--- config.mk ---
export PLATFORM = sky130hd
export DESIGN_NAME = decode_stage
export DESIGN_NICKNAME = d
export VERILOG_FILES = /design/src/hdl/decode_pkg.sv /design/src/hdl/dec_fields_if.sv /design/src/hdl/instr_matcher.sv /design/src/hdl/field_extract.sv /design/src/hdl/uop_builder.sv /design/src/hdl/uop_stage_reg.sv /design/src/hdl/decode_stage.sv
export SDC_FILE = /design/constraint.sdc
export NUM_CORES = 1
export LEC_CHECK = 0
export ABC_AREA = 1
export BUFFER_PORTS_ARGS = -buffer_cell sky130_fd_sc_hd__buf_2
export CAP_MARGIN = 0
export CORE_MARGIN = 3
export CORE_UTILIZATION = 52
export DETAILED_ROUTE_END_ITERATION = 6
export HOLD_SLACK_MARGIN = 0.06
export PLACE_DENSITY = 0.84
export SKIP_CTS_REPAIR_TIMING = 1
export SLEW_MARGIN = 10
export SYNTH_ARGS = -nofsm -noshare
export SYNTH_HDL_FRONTEND = slang
export SYNTH_SLANG_ARGS = --single-unit
--- constraint.sdc ---
create_clock -name clk_i -period 2.2 [get_ports clk_i]
set_input_delay 0 -clock clk_i [delete_from_list [all_inputs] [get_ports clk_i]]
set_output_delay 0 -clock clk_i [all_outputs]
set_load 0.05 [all_outputs]
--- src/hdl/decode_pkg.sv ---
package decode_pkg;

// ####################
// widths
localparam int unsigned XLEN       = 32;
localparam int unsigned REG_ADDR_W = 5;
localparam int unsigned CSR_ADDR_W = 12;
localparam int unsigned TAG_W      = 4;

// ####################
// enumerations

// value n is bit n of the matcher hit vector
typedef enum logic [4:0] {
    KIND_NONE,
    KIND_LUI, KIND_AUIPC, KIND_JAL, KIND_JALR,
    KIND_BEQ, KIND_BNE, KIND_BLT, KIND_BGE,
    KIND_LW, KIND_SW,
    KIND_ADDI, KIND_ORI, KIND_SLLI,
    KIND_ADD, KIND_SUB, KIND_OR, KIND_AND, KIND_XOR,
    KIND_FENCE, KIND_ECALL,
    KIND_CSRRW, KIND_CSRRS
} instr_kind_e;

typedef enum logic [1:0] {ALU_NOP, ALU_ADD, ALU_OR, ALU_SLL} alu_op_e;

typedef enum logic [2:0] {
    OPND_NONE, OPND_RS1, OPND_RS2, OPND_IMM, OPND_PC, OPND_CSR
} opnd_sel_e;

typedef enum logic [2:0] {WR_NONE, WR_ALU, WR_OP1, WR_BRANCH, WR_CSR} write_sel_e;

typedef enum logic [2:0] {BR_NONE, BR_BEQ, BR_BNE, BR_BGE, BR_JAL, BR_JALR} branch_e;

typedef enum logic [1:0] {CSR_NONE, CSR_RW, CSR_RS} csr_op_e;

// ####################
// micro-op
typedef struct packed {
    logic [XLEN-1:0]       pc;
    logic [TAG_W-1:0]      tag;
    logic                  valid;
    logic                  taken;
    logic [REG_ADDR_W-1:0] rs1;
    logic                  rs1_en;
    logic [REG_ADDR_W-1:0] rs2;
    logic                  rs2_en;
    logic [REG_ADDR_W-1:0] rd;
    logic                  rd_alloc;
    logic [XLEN-1:0]       imm;
    logic [CSR_ADDR_W-1:0] csr_addr;
    logic                  csr_en;
    csr_op_e               csr_op;
    alu_op_e               alu_op;
    opnd_sel_e             op1_sel;
    opnd_sel_e             op2_sel;
    write_sel_e            write_sel;
    branch_e               branch;
} uop_t;

// ####################
// opcode table, standard encodings
localparam logic [XLEN-1:0] MASK_LUI   = 32'h0000007f, MATCH_LUI   = 32'h00000037;
localparam logic [XLEN-1:0] MASK_AUIPC = 32'h0000007f, MATCH_AUIPC = 32'h00000017;
localparam logic [XLEN-1:0] MASK_JAL   = 32'h0000007f, MATCH_JAL   = 32'h0000006f;
localparam logic [XLEN-1:0] MASK_JALR  = 32'h0000707f, MATCH_JALR  = 32'h00000067;
localparam logic [XLEN-1:0] MASK_BEQ   = 32'h0000707f, MATCH_BEQ   = 32'h00000063;
localparam logic [XLEN-1:0] MASK_BNE   = 32'h0000707f, MATCH_BNE   = 32'h00001063;
localparam logic [XLEN-1:0] MASK_BLT   = 32'h0000707f, MATCH_BLT   = 32'h00004063;
localparam logic [XLEN-1:0] MASK_BGE   = 32'h0000707f, MATCH_BGE   = 32'h00005063;
localparam logic [XLEN-1:0] MASK_LW    = 32'h0000707f, MATCH_LW    = 32'h00002003;
localparam logic [XLEN-1:0] MASK_SW    = 32'h0000707f, MATCH_SW    = 32'h00002023;
localparam logic [XLEN-1:0] MASK_ADDI  = 32'h0000707f, MATCH_ADDI  = 32'h00000013;
localparam logic [XLEN-1:0] MASK_ORI   = 32'h0000707f, MATCH_ORI   = 32'h00006013;
localparam logic [XLEN-1:0] MASK_SLLI  = 32'hfe00707f, MATCH_SLLI  = 32'h00001013;
localparam logic [XLEN-1:0] MASK_ADD   = 32'hfe00707f, MATCH_ADD   = 32'h00000033;
localparam logic [XLEN-1:0] MASK_SUB   = 32'hfe00707f, MATCH_SUB   = 32'h40000033;
localparam logic [XLEN-1:0] MASK_OR    = 32'hfe00707f, MATCH_OR    = 32'h00006033;
localparam logic [XLEN-1:0] MASK_AND   = 32'hfe00707f, MATCH_AND   = 32'h00007033;
localparam logic [XLEN-1:0] MASK_XOR   = 32'hfe00707f, MATCH_XOR   = 32'h00004033;
localparam logic [XLEN-1:0] MASK_FENCE = 32'h0000707f, MATCH_FENCE = 32'h0000000f;
localparam logic [XLEN-1:0] MASK_ECALL = 32'hffffffff, MATCH_ECALL = 32'h00000073;
localparam logic [XLEN-1:0] MASK_CSRRW = 32'h0000707f, MATCH_CSRRW = 32'h00001073;
localparam logic [XLEN-1:0] MASK_CSRRS = 32'h0000707f, MATCH_CSRRS = 32'h00002073;

endpackage

--- src/hdl/dec_fields_if.sv ---
`timescale 1ns/1ns

interface dec_fields_if;

decode_pkg::instr_kind_e               kind;
logic                                  active;
logic [decode_pkg::REG_ADDR_W-1:0]     rs1;
logic [decode_pkg::REG_ADDR_W-1:0]     rs2;
logic [decode_pkg::REG_ADDR_W-1:0]     rd;
logic [decode_pkg::CSR_ADDR_W-1:0]     csr_addr;
logic [decode_pkg::XLEN-1:0]           imm;

// classification side
modport match (output kind, output active);

// operand fields, immediate format picked by kind
modport extract (input kind, output rs1, output rs2, output rd, output csr_addr, output imm);

modport build (input kind, input active, input rs1, input rs2, input rd, input csr_addr,
               input imm);

endinterface

--- src/hdl/instr_matcher.sv ---
`timescale 1ns/1ns

module instr_matcher
(
    input  logic [decode_pkg::XLEN-1:0] instr_i,
    input  logic                        fetch_valid_i,
    input  logic                        flush_i,
    output logic                        illegal_o,
    dec_fields_if.match                 fields
);

localparam int N_KINDS = 22;

logic               active;
logic [N_KINDS:1]   hit;

function automatic logic hit_of(
    input logic [decode_pkg::XLEN-1:0] instr,
    input logic [decode_pkg::XLEN-1:0] mask,
    input logic [decode_pkg::XLEN-1:0] pattern
);
    return (instr & mask) == pattern;
endfunction

assign active = fetch_valid_i && !flush_i;

// bit n follows kind value n
assign hit[1]  = hit_of(instr_i, decode_pkg::MASK_LUI, decode_pkg::MATCH_LUI);
assign hit[2]  = hit_of(instr_i, decode_pkg::MASK_AUIPC, decode_pkg::MATCH_AUIPC);
assign hit[3]  = hit_of(instr_i, decode_pkg::MASK_JAL, decode_pkg::MATCH_JAL);
assign hit[4]  = hit_of(instr_i, decode_pkg::MASK_JALR, decode_pkg::MATCH_JALR);
assign hit[5]  = hit_of(instr_i, decode_pkg::MASK_BEQ, decode_pkg::MATCH_BEQ);
assign hit[6]  = hit_of(instr_i, decode_pkg::MASK_BNE, decode_pkg::MATCH_BNE);
assign hit[7]  = hit_of(instr_i, decode_pkg::MASK_BLT, decode_pkg::MATCH_BLT);
assign hit[8]  = hit_of(instr_i, decode_pkg::MASK_BGE, decode_pkg::MATCH_BGE);
assign hit[9]  = hit_of(instr_i, decode_pkg::MASK_LW, decode_pkg::MATCH_LW);
assign hit[10] = hit_of(instr_i, decode_pkg::MASK_SW, decode_pkg::MATCH_SW);
assign hit[11] = hit_of(instr_i, decode_pkg::MASK_ADDI, decode_pkg::MATCH_ADDI);
assign hit[12] = hit_of(instr_i, decode_pkg::MASK_ORI, decode_pkg::MATCH_ORI);
assign hit[13] = hit_of(instr_i, decode_pkg::MASK_SLLI, decode_pkg::MATCH_SLLI);
assign hit[14] = hit_of(instr_i, decode_pkg::MASK_ADD, decode_pkg::MATCH_ADD);
assign hit[15] = hit_of(instr_i, decode_pkg::MASK_SUB, decode_pkg::MATCH_SUB);
assign hit[16] = hit_of(instr_i, decode_pkg::MASK_OR, decode_pkg::MATCH_OR);
assign hit[17] = hit_of(instr_i, decode_pkg::MASK_AND, decode_pkg::MATCH_AND);
assign hit[18] = hit_of(instr_i, decode_pkg::MASK_XOR, decode_pkg::MATCH_XOR);
assign hit[19] = hit_of(instr_i, decode_pkg::MASK_FENCE, decode_pkg::MATCH_FENCE);
assign hit[20] = hit_of(instr_i, decode_pkg::MASK_ECALL, decode_pkg::MATCH_ECALL);
assign hit[21] = hit_of(instr_i, decode_pkg::MASK_CSRRW, decode_pkg::MATCH_CSRRW);
assign hit[22] = hit_of(instr_i, decode_pkg::MASK_CSRRS, decode_pkg::MATCH_CSRRS);

always_comb
begin
    fields.kind = decode_pkg::KIND_NONE;
    for (int k = 1; k <= N_KINDS; k++)
    begin
        if (active && hit[k])
        begin
            fields.kind = decode_pkg::instr_kind_e'(5'(k));
        end
    end
end

assign fields.active = active;
assign illegal_o     = active && !(|hit);

// table entries must not overlap
table_onehot_chk: assert final ($onehot0(hit))
    else $error("instruction matched more than one table entry");

endmodule

--- src/hdl/field_extract.sv ---
`timescale 1ns/1ns

module field_extract
(
    input  logic [decode_pkg::XLEN-1:0] instr_i,
    dec_fields_if.extract               fields
);

// fixed positions in every format
assign fields.rs1      = instr_i[19:15];
assign fields.rs2      = instr_i[24:20];
assign fields.rd       = instr_i[11:7];
assign fields.csr_addr = instr_i[31:20];

// ####################
// immediate per format
always_comb
begin
    case (fields.kind)
        decode_pkg::KIND_ADDI, decode_pkg::KIND_ORI, decode_pkg::KIND_JALR:
        begin
            fields.imm = {{20{instr_i[31]}}, instr_i[31:20]};
        end
        decode_pkg::KIND_SLLI:
        begin
            // shamt only
            fields.imm = {27'd0, instr_i[24:20]};
        end
        decode_pkg::KIND_LUI, decode_pkg::KIND_AUIPC:
        begin
            fields.imm = {instr_i[31:12], 12'd0};
        end
        decode_pkg::KIND_BEQ, decode_pkg::KIND_BNE, decode_pkg::KIND_BGE:
        begin
            fields.imm = {{20{instr_i[31]}}, instr_i[7], instr_i[30:25],
                          instr_i[11:8], 1'b0};
        end
        decode_pkg::KIND_JAL:
        begin
            fields.imm = {{12{instr_i[31]}}, instr_i[19:12], instr_i[20],
                          instr_i[30:21], 1'b0};
        end
        default:
        begin
            fields.imm = '0;
        end
    endcase
end

endmodule

--- src/hdl/uop_builder.sv ---
`timescale 1ns/1ns

module uop_builder
(
    input  logic [decode_pkg::XLEN-1:0] pc_i,
    input  logic                        taken_i,
    dec_fields_if.build                 fields,
    output decode_pkg::uop_t            uop_next_o,
    output logic                        advance_tag_o
);

always_comb
begin
    uop_next_o       = '0;
    advance_tag_o    = 1'b1;
    uop_next_o.pc    = pc_i;
    // tag mask, the stage register ands in its counter
    uop_next_o.tag   = '1;
    uop_next_o.valid = fields.active;
    uop_next_o.taken = taken_i;

    case (fields.kind)
        decode_pkg::KIND_LUI:
        begin
            uop_next_o.imm       = fields.imm;
            uop_next_o.op1_sel   = decode_pkg::OPND_IMM;
            uop_next_o.rd        = fields.rd;
            uop_next_o.rd_alloc  = 1'b1;
            uop_next_o.write_sel = decode_pkg::WR_OP1;
        end
        decode_pkg::KIND_AUIPC:
        begin
            // rd left unallocated
            uop_next_o.imm       = fields.imm;
            uop_next_o.op1_sel   = decode_pkg::OPND_PC;
            uop_next_o.op2_sel   = decode_pkg::OPND_IMM;
            uop_next_o.alu_op    = decode_pkg::ALU_ADD;
            uop_next_o.write_sel = decode_pkg::WR_ALU;
        end
        decode_pkg::KIND_JAL, decode_pkg::KIND_JALR:
        begin
            uop_next_o.rd        = fields.rd;
            uop_next_o.rd_alloc  = 1'b1;
            uop_next_o.imm       = fields.imm;
            uop_next_o.branch    = (fields.kind == decode_pkg::KIND_JAL) ?
                                   decode_pkg::BR_JAL : decode_pkg::BR_JALR;
            uop_next_o.write_sel = decode_pkg::WR_BRANCH;
        end
        decode_pkg::KIND_BEQ, decode_pkg::KIND_BNE, decode_pkg::KIND_BGE:
        begin
            uop_next_o.rs1     = fields.rs1;
            uop_next_o.rs1_en  = 1'b1;
            uop_next_o.rs2     = fields.rs2;
            uop_next_o.rs2_en  = 1'b1;
            uop_next_o.imm     = fields.imm;
            uop_next_o.op1_sel = decode_pkg::OPND_RS1;
            uop_next_o.op2_sel = decode_pkg::OPND_RS2;
            uop_next_o.branch  = (fields.kind == decode_pkg::KIND_BEQ) ? decode_pkg::BR_BEQ :
                                 (fields.kind == decode_pkg::KIND_BNE) ? decode_pkg::BR_BNE :
                                 decode_pkg::BR_BGE;
        end
        decode_pkg::KIND_ADDI, decode_pkg::KIND_ORI, decode_pkg::KIND_SLLI:
        begin
            uop_next_o.rs1       = fields.rs1;
            uop_next_o.rs1_en    = 1'b1;
            uop_next_o.imm       = fields.imm;
            uop_next_o.rd        = fields.rd;
            uop_next_o.rd_alloc  = 1'b1;
            uop_next_o.op1_sel   = decode_pkg::OPND_RS1;
            uop_next_o.op2_sel   = decode_pkg::OPND_IMM;
            uop_next_o.alu_op    = (fields.kind == decode_pkg::KIND_ADDI) ? decode_pkg::ALU_ADD :
                                   (fields.kind == decode_pkg::KIND_ORI)  ? decode_pkg::ALU_OR :
                                   decode_pkg::ALU_SLL;
            uop_next_o.write_sel = decode_pkg::WR_ALU;
        end
        decode_pkg::KIND_ADD, decode_pkg::KIND_OR:
        begin
            uop_next_o.rs1       = fields.rs1;
            uop_next_o.rs1_en    = 1'b1;
            uop_next_o.rs2       = fields.rs2;
            uop_next_o.rs2_en    = 1'b1;
            uop_next_o.rd        = fields.rd;
            uop_next_o.rd_alloc  = 1'b1;
            uop_next_o.op1_sel   = decode_pkg::OPND_RS1;
            uop_next_o.op2_sel   = decode_pkg::OPND_RS2;
            uop_next_o.alu_op    = (fields.kind == decode_pkg::KIND_ADD) ?
                                   decode_pkg::ALU_ADD : decode_pkg::ALU_OR;
            uop_next_o.write_sel = decode_pkg::WR_ALU;
        end
        decode_pkg::KIND_CSRRW, decode_pkg::KIND_CSRRS:
        begin
            uop_next_o.rs1       = fields.rs1;
            uop_next_o.rs1_en    = 1'b1;
            uop_next_o.rd        = fields.rd;
            uop_next_o.rd_alloc  = 1'b1;
            uop_next_o.csr_addr  = fields.csr_addr;
            uop_next_o.csr_en    = 1'b1;
            uop_next_o.csr_op    = decode_pkg::CSR_RW;
            uop_next_o.write_sel = decode_pkg::WR_CSR;
            if (fields.kind == decode_pkg::KIND_CSRRS)
            begin
                // read-set goes through the ALU as csr | rs1
                uop_next_o.csr_op  = decode_pkg::CSR_RS;
                uop_next_o.alu_op  = decode_pkg::ALU_OR;
                uop_next_o.op1_sel = decode_pkg::OPND_RS1;
                uop_next_o.op2_sel = decode_pkg::OPND_CSR;
            end
        end
        decode_pkg::KIND_NONE:
        begin
            // illegal or inactive, base fields only
            advance_tag_o = 1'b0;
        end
        default:
        begin
            // recognised, issued as a bare no-op
            uop_next_o       = '0;
            uop_next_o.valid = 1'b1;
            advance_tag_o    = 1'b0;
        end
    endcase
end

endmodule

--- src/hdl/uop_stage_reg.sv ---
`timescale 1ns/1ns

module uop_stage_reg
(
    input  logic             clk_i,
    input  logic             rstn_i,
    input  logic             stall_i,
    input  decode_pkg::uop_t uop_next_i,
    input  logic             advance_tag_i,
    output decode_pkg::uop_t uop_o
);

logic [decode_pkg::TAG_W-1:0]   tag_q;
decode_pkg::uop_t               uop_q;
decode_pkg::uop_t               uop_tagged;

// mask from the builder is zero for no-op kinds
always_comb
begin
    uop_tagged     = uop_next_i;
    uop_tagged.tag = uop_next_i.tag & tag_q;
end

// ####################
// register and tag counter
always_ff @(posedge clk_i)
begin
    if (!rstn_i)
    begin
        uop_q <= '0;
        tag_q <= '0;
    end
    else if (!stall_i)
    begin
        uop_q <= uop_tagged;
        if (advance_tag_i)
        begin
            // wraps at 2**TAG_W
            tag_q <= tag_q + 1'b1;
        end
    end
end

assign uop_o = uop_q;

stall_hold_chk: assert property (@(posedge clk_i) disable iff (!rstn_i)
    stall_i |=> $stable(uop_o))
    else $error("uop changed in the cycle after a stall");

endmodule

--- src/hdl/decode_stage.sv ---
`timescale 1ns/1ns

module decode_stage
(
    input  logic                        clk_i,
    input  logic                        rstn_i,
    input  logic [decode_pkg::XLEN-1:0] instr_i,
    input  logic [decode_pkg::XLEN-1:0] pc_i,
    input  logic                        fetch_valid_i,
    input  logic                        taken_i,
    input  logic                        flush_i,
    input  logic                        stall_i,
    output logic                        illegal_o,
    output decode_pkg::uop_t            uop_o
);

decode_pkg::uop_t   uop_next;
logic               advance_tag;

dec_fields_if fields ();

// ####################
// combinational decode
instr_matcher u_matcher
(
    .instr_i       (instr_i),
    .fetch_valid_i (fetch_valid_i),
    .flush_i       (flush_i),
    .illegal_o     (illegal_o),
    .fields        (fields.match)
);

field_extract u_extract
(
    .instr_i (instr_i),
    .fields  (fields.extract)
);

uop_builder u_builder
(
    .pc_i          (pc_i),
    .taken_i       (taken_i),
    .fields        (fields.build),
    .uop_next_o    (uop_next),
    .advance_tag_o (advance_tag)
);

// one cycle to the output
uop_stage_reg u_stage_reg
(
    .clk_i         (clk_i),
    .rstn_i        (rstn_i),
    .stall_i       (stall_i),
    .uop_next_i    (uop_next),
    .advance_tag_i (advance_tag),
    .uop_o         (uop_o)
);

endmodule

==> summary.md <==
Critical path
• u_stage_reg.tag_q[3] — endpoint of the worst-slack reg-to-reg timing path
• 2.50 ns — Worst Path Required
• sky130_fd_sc_hd__dlygate4sd3_1 — library cell contributing the largest single delay on the critical path
• dlygate4sd3_1 > buf_2 > nor2_1 > nand2_1 > nor2_1 > nand2_1 > nor2_1 > nand3_1 > nand3_1 > nor2_1 > nand2_1 > nor2_2 > a31oi_4 > nand4_4 > buf_12 > nand2_1 > a21oi_1 — sequence of cells on the critical path
• 1.23 ns — setup slack of the worst register-to-register path
• 5 — cell depth of the worst flop-to-flop path
• u_stage_reg.tag_q[1] — start of the worst register-to-register path
• 0.54 ns — longest individual stage delay on the worst path
• 2.42 ns — critical path data arrival time
• register — kind of end point of the critical path
• in2reg — kind of critical path
• 3 — buffer and inverter count on the worst path
• simple AND/OR/NAND/NOR gates — CP delay by family, top
• 20 — highest net fanout along the worst path
• primary input — element type at the critical path start

Yosys
• 0% — multiplexer share of the synthesized area
• 0 — number of warnings reported in the yosys synthesis log
• 0% — Post-Synth XOR/XNOR Area
• 35.1% — simple-gate share of the synthesized area
• sky130_fd_sc_hd__dfxtp_1 — most frequently used flop master after synthesis
• 1001 — Mapped Nets
• 121 — FF+latch count, synth
• 17.4% — compound-cell area share of the yosys netlist
• 6.86 µm² — mean area per synthesized cell
• 41 — Unique masters post-synth
• 930 — number of instances in the synthesized netlist
• simple AND/OR/NAND/NOR gates — dominant combinational cell family by area after synthesis
• 0 — EDFF count, synth
• 0.196% — arithmetic-cell share of the synthesized area counting full adders, half adders and majority gates
• 38.0% — share of synthesized area occupied by flip-flops and latches
• 6380 µm² — Post-Synthesis Cell Area
• 0% — Post-synth ARST share

Timing
• 0.0802 ns — smallest setup slack after layout
• 0 — Final Max Tran Viols
• 0.614 ns — actual slew at the worst max-slew pin
• 59.1% — worst relative slew slack
• 96.4% — period utilization
• 0.00259 ns — Worst Clk Skew
• 472 MHz — highest achievable clock rate
• 0 — setup violators final
• 2.12 ns — final critical path time including I/O delays and setup
• 0 — endpoints failing hold

Job
• 0 — total of max-cap violations

Clock tree
• 4 — H-tree levels
• 0.06 ns — clock-pin slew of the registers on the worst-case setup and hold paths
• 121 — clock sink total
• 2 — maximum root-to-sink buffer count
• sky130_fd_sc_hd__clkbuf_16 — cell at the root of the clock tree
• 0.42 ns — Clock Latency Late Sink
• 17 — number of buffers created by CTS
• yes — CTS tree

Finish
• 2420 µm² — FF/Latch Area
• 892 — number of inserted filler cells in the final layout
• 37.0% — Layout area overhead
• 1249 — Post-layout nets
• 31.3% — share of cells above drive strength 1
• 8740 µm² — Design Area, Final
• 74.7% — utilization after layout
• 3370 µm² — multi-input logic area

Placement
• 0.115 ns — post-placement worst setup slack
• 7620 µm² — placed standard-cell area
• 0.990 — routability cong.
• 187 — Port-buffer cells
• 14400 µm — half-perimeter wire length of the detailed placement result

Floorplanning
• 11700 µm² — placeable core region
• 117 µm — DIE WIDTH
• 13600 µm² — die area
• 188 — IO Pins
• 39 — cell row count
• 117 µm — Die Ht
• 54.5% — Starting Density

Route
• 883 — drt first-iter violations
• 17.2 µm — per-cell routed wire length
• 0 — count of antenna-violating nets left after detailed routing
• 7442 — total vias in the final route
• 22900 µm — total detailed-routing wirelength
• 5.58 — average via count per standard cell
• 0 — count of unresolved DRC violations after routing
• 5 — Pre-antenna DRT Iters

Pwr
• 650 nW/µm² — total power density per cell area
• 4.09 nW — leakage power figure
• 5.68 mW — overall power
• 0.486 mV — largest vdd supply drop

Global route
• 0 — Congestion Overflow GR
• 30900 µm — first-pass GRT wire length
• 1 — antenna violations before repair
• 149 — pin count of the biggest net entering global routing
• 6220 — vias in the first global route
• 28.8% — Global Route Usage Sum

Worst hold path
• 5 — worst hold path cell count
• instr_i[26] — start point of the worst hold path
• in2reg — Hold WC Path Type
• u_stage_reg.uop_o[55] — end of the worst hold path

Run status
• finished, final reports clean — run status

-- tightest hold or removal path: stages --
cell	delay (ns)
sky130_fd_sc_hd__buf_2	0.14
sky130_fd_sc_hd__nand2_1	0.07
sky130_fd_sc_hd__nand3_1	0.07
sky130_fd_sc_hd__nand2_1	0.06
sky130_fd_sc_hd__a21oi_1	0.05
-- worst max-delay path by stage --
stage,slack (ns),cells past startpoint,start,endpoint
2_1_floorplan,0.46,15,instr_i[2],u_stage_reg.uop_o[86]
3_3_place_gp,0.15,16,instr_i[26],u_stage_reg.uop_o[115]
3_5_place_dp,0.11,16,instr_i[2],u_stage_reg.uop_o[79]
4_1_cts,0.54,7,flush_i,illegal_o
5_1_grt,-0.03,17,instr_i[23],u_stage_reg.uop_o[116]
6_report,0.08,17,instr_i[23],u_stage_reg.uop_o[116]
-- final cells by class --
type	instances	share of cell area [%]
inverter	91	3.92
antenna	1	0.0286
clock buffer	20	5.22
timing repair buffer	279	21.4
clock inverter	11	1.13
tap	143	2.05
sequential	121	27.7
multi-input combinational	668	38.5
-- stage by stage --
| stage | TNS (ns) | cells | hold slack (ns) |
|---|---|---|---|
| final | 0 | 1334 | 0.0201 |
| after global routing | -0.0460 | 1334 | 0.0676 |
| after detailed placement | 0 | 1245 | 0.302 |
| after global placement | 0 | 1245 | 0.291 |
| after floorplan | 0 | 930 | 0.138 |
| after CTS | 0 | 1276 | -0.148 |
-- state kept, by name, indices dropped and copies added (netlist names) --
name / flops
u_stage_reg.tag_q: 4
u_stage_reg.uop_o: 117
-- Yosys cell counts, drive strengths merged (6+ instances only) --
library cell / instances / share of area (%)
clkbuf: 35 / 2.1
a21oi: 116 / 11
inv: 90 / 5.3
buf: 15 / 1.9
nor2: 124 / 8.7
nand3: 59 / 4.9
nand4: 14 / 1.8
nor4: 6 / 0.92
o311ai: 6 / 0.82
dfxtp: 121 / 38
nor3: 17 / 1.5
nand2: 261 / 17
o21ai: 49 / 3.9
-- logic make-up after synthesis --
logic type / Yosys count
AND/OR/NAND/NOR: 483
AO/OA/AOI/OAI: 184
flip-flops: 121
buffers and inverters: 141
adder cells (fa/ha/maj): 1
-- where the power goes --
| group | internal [mW] | switching (mW) |
|---|---|---|
| logic | 0.252 | 0.508 |
| clock network | 1.60 | 1.06 |
| registers | 2.24 | 0.0238 |
-- layer usage --
| metal | up-vias | global-route usage [%] | part of all wire [%] |
|---|---|---|---|
| li1 | 3523 | - | - |
| met1 | 3402 | 36.8 | 39 |
| met2 | 407 | 45.6 | 48 |
| met3 | 110 | 6.27 | 7.7 |
| met4 | 0 | 14.9 | 5.3 |
| met5 | - | 0 | 0 |
-- cells in the final DEF (no fill, tap or decap), types with 2 or more instances in the layout --
cell                            instances
sky130_fd_sc_hd__a21oi_1               86
sky130_fd_sc_hd__a21oi_2               30
sky130_fd_sc_hd__a221oi_1               4
sky130_fd_sc_hd__a31oi_1                2
sky130_fd_sc_hd__buf_12                 8
sky130_fd_sc_hd__buf_2                186
sky130_fd_sc_hd__buf_4                 28
sky130_fd_sc_hd__clkbuf_16             17
sky130_fd_sc_hd__clkbuf_8               2
sky130_fd_sc_hd__clkinv_2               5
sky130_fd_sc_hd__clkinv_4               2
sky130_fd_sc_hd__clkinvlp_4             3
sky130_fd_sc_hd__dfxtp_1              121
sky130_fd_sc_hd__dlygate4sd3_1         57
sky130_fd_sc_hd__inv_1                 79
sky130_fd_sc_hd__inv_2                 11
sky130_fd_sc_hd__nand2_1              220
sky130_fd_sc_hd__nand2_2               40
sky130_fd_sc_hd__nand3_1               55
sky130_fd_sc_hd__nand3_2                4
sky130_fd_sc_hd__nand4_1               11
sky130_fd_sc_hd__nand4_2                2
sky130_fd_sc_hd__nor2_1               102
sky130_fd_sc_hd__nor2_2                15
sky130_fd_sc_hd__nor2_4                 7
sky130_fd_sc_hd__nor3_1                15
sky130_fd_sc_hd__nor3_2                 2
sky130_fd_sc_hd__nor4_1                 3
sky130_fd_sc_hd__nor4_2                 2
sky130_fd_sc_hd__o211ai_1               4
sky130_fd_sc_hd__o21ai_0               38
sky130_fd_sc_hd__o21ai_1               10
sky130_fd_sc_hd__o311ai_0               6
Note: power is estimated with default switching activity, not from simulation.
